==> config.mk <==
export PLATFORM = sky130hd
export DESIGN_NAME = fetch_frontend
export DESIGN_NICKNAME = d
export VERILOG_FILES = /design/src/fetch_pkg.sv /design/src/fetch_pc_gen.sv /design/src/fetch_buffer.sv /design/src/fetch_frontend.sv
export SDC_FILE = /design/constraint.sdc
export NUM_CORES = 2
export LEC_CHECK = 0
export ABC_AREA = 0
export BUFFER_PORTS_ARGS = -buffer_cell sky130_fd_sc_hd__buf_2
export CELL_PAD_IN_SITES_DETAIL_PLACEMENT = 0
export CELL_PAD_IN_SITES_GLOBAL_PLACEMENT = 2
export CORE_UTILIZATION = 50
export DETAILED_ROUTE_END_ITERATION = 10
export PLACE_DENSITY_LB_ADDON = 0.1
export SETUP_SLACK_MARGIN = 0.02
export SKIP_CTS_REPAIR_TIMING = 1
export SYNTH_ARGS = -nofsm -noshare
export SYNTH_HDL_FRONTEND = slang
export SYNTH_SLANG_ARGS = --single-unit
export TNS_END_PERCENT = 50
==> constraint.sdc <==
create_clock -name clock -period 20.4 [get_ports clock]
set_input_delay 3.06 -clock clock [delete_from_list [all_inputs] [get_ports clock]]
set_output_delay 3.06 -clock clock [all_outputs]
set_load 0.01 [all_outputs]
==> src/fetch_pkg.sv <==
package fetch_pkg;

  ////////////////////////////////////////
  // Fetch geometry
  ////////////////////////////////////////

  localparam int block_bytes = 8;  // One fetch block, four halfwords

  ////////////////////////////////////////
  // Memory side
  ////////////////////////////////////////

  typedef struct packed {
    logic        valid;
    logic [31:0] addr;  // Block aligned
  } fetch_req_t;

  typedef struct packed {
    logic        valid;
    logic [31:0] addr;
    logic [63:0] data;  // Halfword k in bits 16k+15:16k
  } fetch_rsp_t;

  // Branch target, any halfword address
  typedef struct packed {
    logic        valid;
    logic [31:0] pc;
  } redirect_t;

  ////////////////////////////////////////
  // Issue side
  ////////////////////////////////////////

  typedef struct packed {
    logic        valid;
    logic [31:0] pc;
    logic [31:0] instr;  // Upper half zero for 16-bit instructions
  } slot_t;

  typedef struct packed {
    slot_t slot0;  // Older of the two
    slot_t slot1;
  } issue_t;

endpackage

==> src/fetch_pc_gen.sv <==
`timescale 1ns/1ns

module fetch_pc_gen (
  input  logic                  clock,
  input  logic                  reset,
  input  fetch_pkg::redirect_t  redirect,
  input  logic                  full,
  output fetch_pkg::fetch_req_t fetch_req
);
  import fetch_pkg::*;

  localparam logic [31:0] block_step = 32'(block_bytes);
  localparam logic [31:0] block_mask = ~(block_step - 32'd1);

  logic        active;        // Set by the first redirect
  logic [31:0] next_addr;
  logic [31:0] target_block;

  assign target_block = redirect.pc & block_mask;

  // The redirect block is always requested since clear empties the buffer
  always_comb begin
    fetch_req.valid = redirect.valid | (active & ~full);
    fetch_req.addr  = redirect.valid ? target_block : next_addr;
  end

  always_ff @(posedge clock) begin
    if (!reset) begin
      active    <= 1'b0;
      next_addr <= '0;
    end else if (redirect.valid) begin
      active    <= 1'b1;
      next_addr <= target_block + block_step;
    end else if (fetch_req.valid) begin
      next_addr <= next_addr + block_step;
    end
  end

  ////////////////////////////////////////
  // Checks
  ////////////////////////////////////////

  a_req_aligned: assert property (@(posedge clock) disable iff (!reset)
    fetch_req.valid |-> (fetch_req.addr & ~block_mask) == '0)
    else $error("fetch request at unaligned address %h", fetch_req.addr);

endmodule

==> src/fetch_buffer.sv <==
`timescale 1ns/1ns

module fetch_buffer #(
  parameter int buffer_depth = 16
) (
  input  logic                  clock,
  input  logic                  reset,
  input  fetch_pkg::redirect_t  redirect,
  input  fetch_pkg::fetch_rsp_t fetch_rsp,
  input  logic                  issue_stall,
  output fetch_pkg::issue_t     issue,
  output logic                  full
);
  import fetch_pkg::*;

  localparam int idx_w      = $clog2(buffer_depth);
  localparam int cnt_w      = idx_w + 1;
  localparam int blk_halves = block_bytes / 2;
  localparam int look_len   = 4;  // Enough for two 32-bit instructions

  localparam logic [cnt_w-1:0] blk_count = cnt_w'(blk_halves);
  localparam logic [cnt_w-1:0] high_mark = cnt_w'(buffer_depth - blk_halves);
  localparam logic [cnt_w-1:0] one_half  = cnt_w'(1);
  localparam logic [cnt_w-1:0] two_half  = cnt_w'(2);

  typedef struct packed {
    logic [31:0] addr;
    logic [15:0] half;
  } entry_t;

  entry_t ring [buffer_depth];

  logic [idx_w-1:0] wr_idx;
  logic [idx_w-1:0] rd_idx;
  logic [cnt_w-1:0] count;   // Halfwords held from rd_idx on
  logic [1:0]       align;   // Leading halfwords to skip after a redirect

  logic             wr_en;
  entry_t           in_blk [blk_halves];
  entry_t           look [look_len];
  logic [cnt_w-1:0] avail;
  logic [cnt_w-1:0] len0;
  logic [cnt_w-1:0] len1;
  logic [cnt_w-1:0] used;
  logic             take0;
  logic             take1;
  logic             pending;
  logic [cnt_w-1:0] count_next;
  logic             full_next;

  ////////////////////////////////////////
  // Clear, write, lookahead and decode
  ////////////////////////////////////////

  always_comb begin
    logic [idx_w-1:0] idx;
    logic [idx_w-1:0] off;
    logic [1:0]       pos1;

    wr_en = fetch_rsp.valid && !redirect.valid;  // Clear drops a stale response
    for (int j = 0; j < blk_halves; j++) begin
      in_blk[j].addr = fetch_rsp.addr + 32'(2 * j);
      in_blk[j].half = fetch_rsp.data[16*j +: 16];
    end

    if (redirect.valid) begin
      avail = '0;
    end else if (wr_en) begin
      avail = count + blk_count - cnt_w'(align);
    end else begin
      avail = count;
    end

    // Halfwords being written this cycle bypass the ring
    for (int k = 0; k < look_len; k++) begin
      idx = rd_idx + idx_w'(k);
      off = idx - wr_idx;
      if (wr_en && off < idx_w'(blk_halves)) begin
        look[k] = in_blk[off[1:0]];
      end else begin
        look[k] = ring[idx];
      end
    end

    len0 = (&look[0].half[1:0]) ? two_half : one_half;
    pos1 = len0[1:0];
    len1 = (&look[pos1].half[1:0]) ? two_half : one_half;

    take0 = 1'b0;
    take1 = 1'b0;
    if (!issue_stall && avail != '0) begin
      take0 = (avail >= len0);  // Never half of a 32-bit instruction
      if (take0 && avail > len0) begin
        take1 = (avail >= len0 + len1);
      end
    end

    used = (take0 ? len0 : '0) + (take1 ? len1 : '0);

    issue.slot0.valid = take0;
    issue.slot0.pc    = take0 ? look[0].addr : '1;
    issue.slot0.instr = '0;
    if (take0) begin
      issue.slot0.instr = (len0 == two_half) ? {look[1].half, look[0].half}
                                             : {16'h0000, look[0].half};
    end

    issue.slot1.valid = take1;
    issue.slot1.pc    = take1 ? look[pos1].addr : '1;
    issue.slot1.instr = '0;
    if (take1) begin
      issue.slot1.instr = (len1 == two_half) ? {look[pos1 + 2'd1].half, look[pos1].half}
                                             : {16'h0000, look[pos1].half};
    end

    // Counts the block still in flight so its response always fits
    count_next = avail - used;
    pending    = redirect.valid || !full;
    full_next  = (count_next + (pending ? blk_count : '0)) > high_mark;
  end

  ////////////////////////////////////////
  // State
  ////////////////////////////////////////

  always_ff @(posedge clock) begin
    if (wr_en) begin
      for (int j = 0; j < blk_halves; j++) begin
        ring[wr_idx + idx_w'(j)] <= in_blk[j];
      end
    end
  end

  always_ff @(posedge clock) begin
    if (!reset) begin
      wr_idx <= '0;
      rd_idx <= '0;
      count  <= '0;
      align  <= '0;
      full   <= 1'b0;
    end else begin
      if (redirect.valid) begin
        wr_idx <= '0;
        rd_idx <= idx_w'(redirect.pc[2:1]);
        align  <= redirect.pc[2:1];
      end else begin
        if (wr_en) begin
          wr_idx <= wr_idx + idx_w'(blk_halves);
          align  <= '0;  // Skip is folded into count
        end
        rd_idx <= rd_idx + used[idx_w-1:0];
      end
      count <= count_next;
      full  <= full_next;
    end
  end

  ////////////////////////////////////////
  // Checks
  ////////////////////////////////////////

  a_count_bound: assert property (@(posedge clock) disable iff (!reset)
    count <= cnt_w'(buffer_depth))
    else $error("buffer count %0d over depth", count);

  // Relies on the PC generator holding requests while full
  a_rsp_room: assert property (@(posedge clock) disable iff (!reset)
    wr_en |-> count <= high_mark)
    else $error("fetch response arrived with no room, count %0d", count);

endmodule

==> src/fetch_frontend.sv <==
`timescale 1ns/1ns

module fetch_frontend #(
  parameter int buffer_depth = 16
) (
  input  logic                  clock,
  input  logic                  reset,
  input  fetch_pkg::redirect_t  redirect,
  input  fetch_pkg::fetch_rsp_t fetch_rsp,
  input  logic                  issue_stall,
  output fetch_pkg::fetch_req_t fetch_req,
  output fetch_pkg::issue_t     issue
);

  logic full;  // Buffer stall level

  ////////////////////////////////////////
  // Fetch address
  ////////////////////////////////////////

  fetch_pc_gen pc_gen_i (
    .clock     (clock),
    .reset     (reset),
    .redirect  (redirect),
    .full      (full),
    .fetch_req (fetch_req)
  );

  ////////////////////////////////////////
  // Halfword buffer and alignment
  ////////////////////////////////////////

  fetch_buffer #(
    .buffer_depth (buffer_depth)
  ) buffer_i (
    .clock       (clock),
    .reset       (reset),
    .redirect    (redirect),
    .fetch_rsp   (fetch_rsp),
    .issue_stall (issue_stall),
    .issue       (issue),
    .full        (full)
  );

endmodule

==> summary.md <==
| Metric | Value |
|---|---|
| Drt initial violations | about 3700 |
| Cells after Synth | 3400 |
| Slew margin rel. | 15.17% |
| Post-route DRC | 0 |
| Sw Pwr | 1.740 mW |
| Starting Density | between 50% and 60% |
| GP Congestion | 0.8859 |
| Core area | 103500 um^2 |
| RSZ-0062 raised after global routing | no |
| Worst Path Required | roughly 17 ns |
| Worst r2r src | buffer_i.rd_idx[1] |
| Number of synthesized flops with an enable pin | about 750 |
| Placed inst area | ~55000 um^2 |
| First-pass GRT wire length | about 240000 um |
| Htree depth | 3 |
| Ys Warns | 0 |
| Synth area leaders | edfxtp_1, mux4_2, xnor2_1 |
| Layout cells sized above 1 | 38.36% |
| Vias/cell | 7.103 |
| PwrDens | 93.42 nW/um^2 |
| Count leader, synth | mux4_2 |
| Vias | roughly 35000 |
| ANT nets after route | 0 |
| Largest net degree at the start of global routing | roughly 150 |
| Cell Area, Synth | approximately 52000 um^2 |
| Leakage | 18.09 nW |
| Clock buffer count from CTS | 90 |
| Wirelength per Cell | between 30 and 40 um |
| Wire length on met2 | between 80000 and 90000 um |
| Area Overhead vs Synth | 10.31% |
| Switching part of the total | roughly a third |
| Worst VDD drop | 86.45 uV |
| Syn_area_per_cell | between 15 and 20 um^2 |
| Number of port buffers | just under 300 |
| Highest Signal Layer | met5 |
| Filler cell count | between 8000 and 9000 |
| Crit path from | redirect[32] |
| Register bit count reported by yosys | between 700 and 800 |
| Final net count | 3696 |
| I/O pin cnt | 296 |
| Final Skew | 0.02434 ns |
| Placement Rows | between 100 and 150 |
| Sequential share of power | 34.6% |
| Clock Latency Late Sink | roughly 0.68 ns |
| Outcome | completed |
| Final setup vio count | 0 |
| Total iterations of the first detailed-routing run | 6 |
| CTS tree | done |
| Chip Width | roughly 330 um |
| Pre-CTS setup slack | about 7.4 ns |
| Design area | around 58000 um^2 |
| Hold Crit Class | reg -> reg |
| Number of max-cap violations | 0 |
| Worst Setup End Kind | primary output |
| CP Launch Type | input port |
| WL met3 | around 14000 um |
| Vias in the first global route | between 30000 and 40000 |
| Main flop type after synthesis | edfxtp_1 |
| Total wire length | ~160000 um |
| Int Pwr | 3.639 mW |
| Fin crit share | about 64% |
| Cell taking the most area after synthesis | edfxtp_1 |
| Post-synth top area share | 43.03% |
| Seq/Total Area, Yosys | 44.72% |
| Min cycle time layout | about 13 ns |
| Tightest Pin Transition | approximately 1.3 ns |
| Clk buf depth | 3 |
| Critical Path AT | between 10 and 15 ns |
| Die area | 105700 um^2 |
| Slew Limit Fails | 0 |
| Comb pwr share | 35.5% |
| Clock-pin slew of the registers on the worst-case setup and hold paths | 0.06 ns |
| Critical path class | in -> out |
| Initial antenna violation count | 12 |
| Setup TNS | 0 ns |
| Synth top cells by count | mux4_2, edfxtp_1, nand2_1 |
| Final count of hold timing violations | 0 |
| Final worst slack | 7.260 ns |
| Worst Path Max Fanout | between 60 and 70 |
| Root Buffer | clkbuf_16 |
| Max Freq | 0.07610 GHz |
| Die Height | 325.1 um |
| Library cells used by synthesis | 75 |
| HP Start | pc_gen_i.next_addr[17] |
| Clk sinks | 792 |
| Clock share of power | roughly 30% |
| Met1 WL | 60270 um |
| All-layer global routing usage | between 30% and 40% |
| Hold Slack | 0.4520 ns |
| Gr ovfl total | 0 |
| Async SR Flop Fraction | 0% |
| Post-detail-place hpwl | 103900 um |
## path summary, 6_finish.rpt
path | endpoint | slack [ns] | depth (start not counted)
worst max-delay path | issue[35] | 7.26 | 22
worst min-delay path | pc_gen_i.next_addr[17] | 0.45 | 2
worst min register to register | pc_gen_i.next_addr[17] | 0.45 | 2
worst max register to register | buffer_i.full | 10.67 | 32
## cells by family after synthesis
logic type | Yosys count | synth area share (%)
AOI/OAI and AO/OA | 405 | 5.163
xor gates and xnor gates | 196 | 3.342
adders and majority gates | 40 | 1.016
buffers and inverters | 392 | 3.272
DFF | 792 | 44.72
muxes | 888 | 36.31
other | 1 | 0.007185
and+or+nand+nor | 686 | 6.173
## placed cells by master (no fill, tap or decap), types with 8 or more instances in the layout
master,Yosys,final
a211oi_1,48,48
a21o_1,18,17
a21oi_1,103,102
a22oi_1,38,38
a31oi_1,8,8
and3_1,24,23
and4_1,8,8
buf_2,120,291
buf_4,19,69
clkbuf_16,0,90
clkinv_1,4,17
clkinv_2,0,16
clkinvlp_4,0,8
dfxtp_1,44,40
edfxtp_1,748,748
ha_1,36,34
inv_1,50,48
mux2_2,21,21
mux2i_1,65,65
mux4_2,802,802
nand2_1,226,225
nand2b_1,14,14
nand3_1,102,100
nand3b_1,10,10
nand4_1,34,34
nor2_1,173,170
nor2b_1,11,11
nor3_1,28,28
nor4_1,9,9
o211ai_1,46,46
o21ai_0,75,75
o311ai_0,15,15
or3_1,13,13
xnor2_1,126,124
xor2_1,68,67
## worst max-delay path: stages
cell and delay, ns:
buf_2 0.09, buf_4 0.35, nor2b_1 0.88, nand3_4 0.84, nand3_1 0.49, nand4_4 0.12
buf_4 0.39, inv_4 0.41, nor3_1 0.13, or2_2 0.31, ha_1 0.31, ha_1 0.27
nand2b_1 0.10, a21oi_1 0.07, nor2b_1 0.11, o22ai_1 0.08, a21o_2 0.22, buf_4 0.29
inv_2 0.12, buf_4 0.43, o21ai_0 0.53, buf_2 0.29
## layout make-up
| type | instances | area [um^2] | share of cell area, % |
|---|---|---|---|
| clock inverters | 64 | 595.6 | 1.034 |
| inverters | 56 | 214.0 | 0.3716 |
| repair buffers | 365 | 2074 | 3.603 |
| flip-flops and latches | 792 | 23360 | 40.57 |
| diodes | 4 | 10.01 | 0.01738 |
| well taps | 1380 | 1727 | 2.999 |
| multi-input cells | 2218 | 27280 | 47.38 |
| clock buffers | 100 | 2320 | 4.029 |
## layer usage
metal | vias up | global-route usage (%)
li1 | 14453 | -
met1 | 18449 | 40.15
met2 | 2119 | 51.17
met3 | 343 | 5.634
met4 | 4 | 11.78
met5 | - | 0
## sequential cells by signal, summed over array words and instances (netlist names)
register            flops
pc_gen_i.active         1
pc_gen_i.next_addr     29
buffer_i.ring         748
buffer_i.full           1
buffer_i.rd_idx         4
buffer_i.wr_idx         2
buffer_i.align          2
buffer_i.count          5
## power groups by stage
stage | Clock, mW | Sequential, mW | Combinational (mW)
after floorplan | 0 | 1.88 | 1.42
after global placement | 0 | 1.89 | 1.89
after detailed placement | 0 | 1.90 | 1.92
after CTS | 1.63 | 1.86 | 1.92
after global routing | 1.69 | 1.87 | 2.03
final | 1.60 | 1.86 | 1.91
## per-stage QoR
stage / instances / util (%) / total power, mW
2_1_floorplan: 3402 / - / 3.294
3_3_place_gp: 4811 / 52.81 / 3.782
3_5_place_dp: 4811 / 52.81 / 3.811
4_1_cts: 4975 / 55.62 / 5.416
5_1_grt: 4978 / 55.63 / 5.587
6_report: 4979 / 55.63 / 5.379
Power figures use the tool's default switching activity.
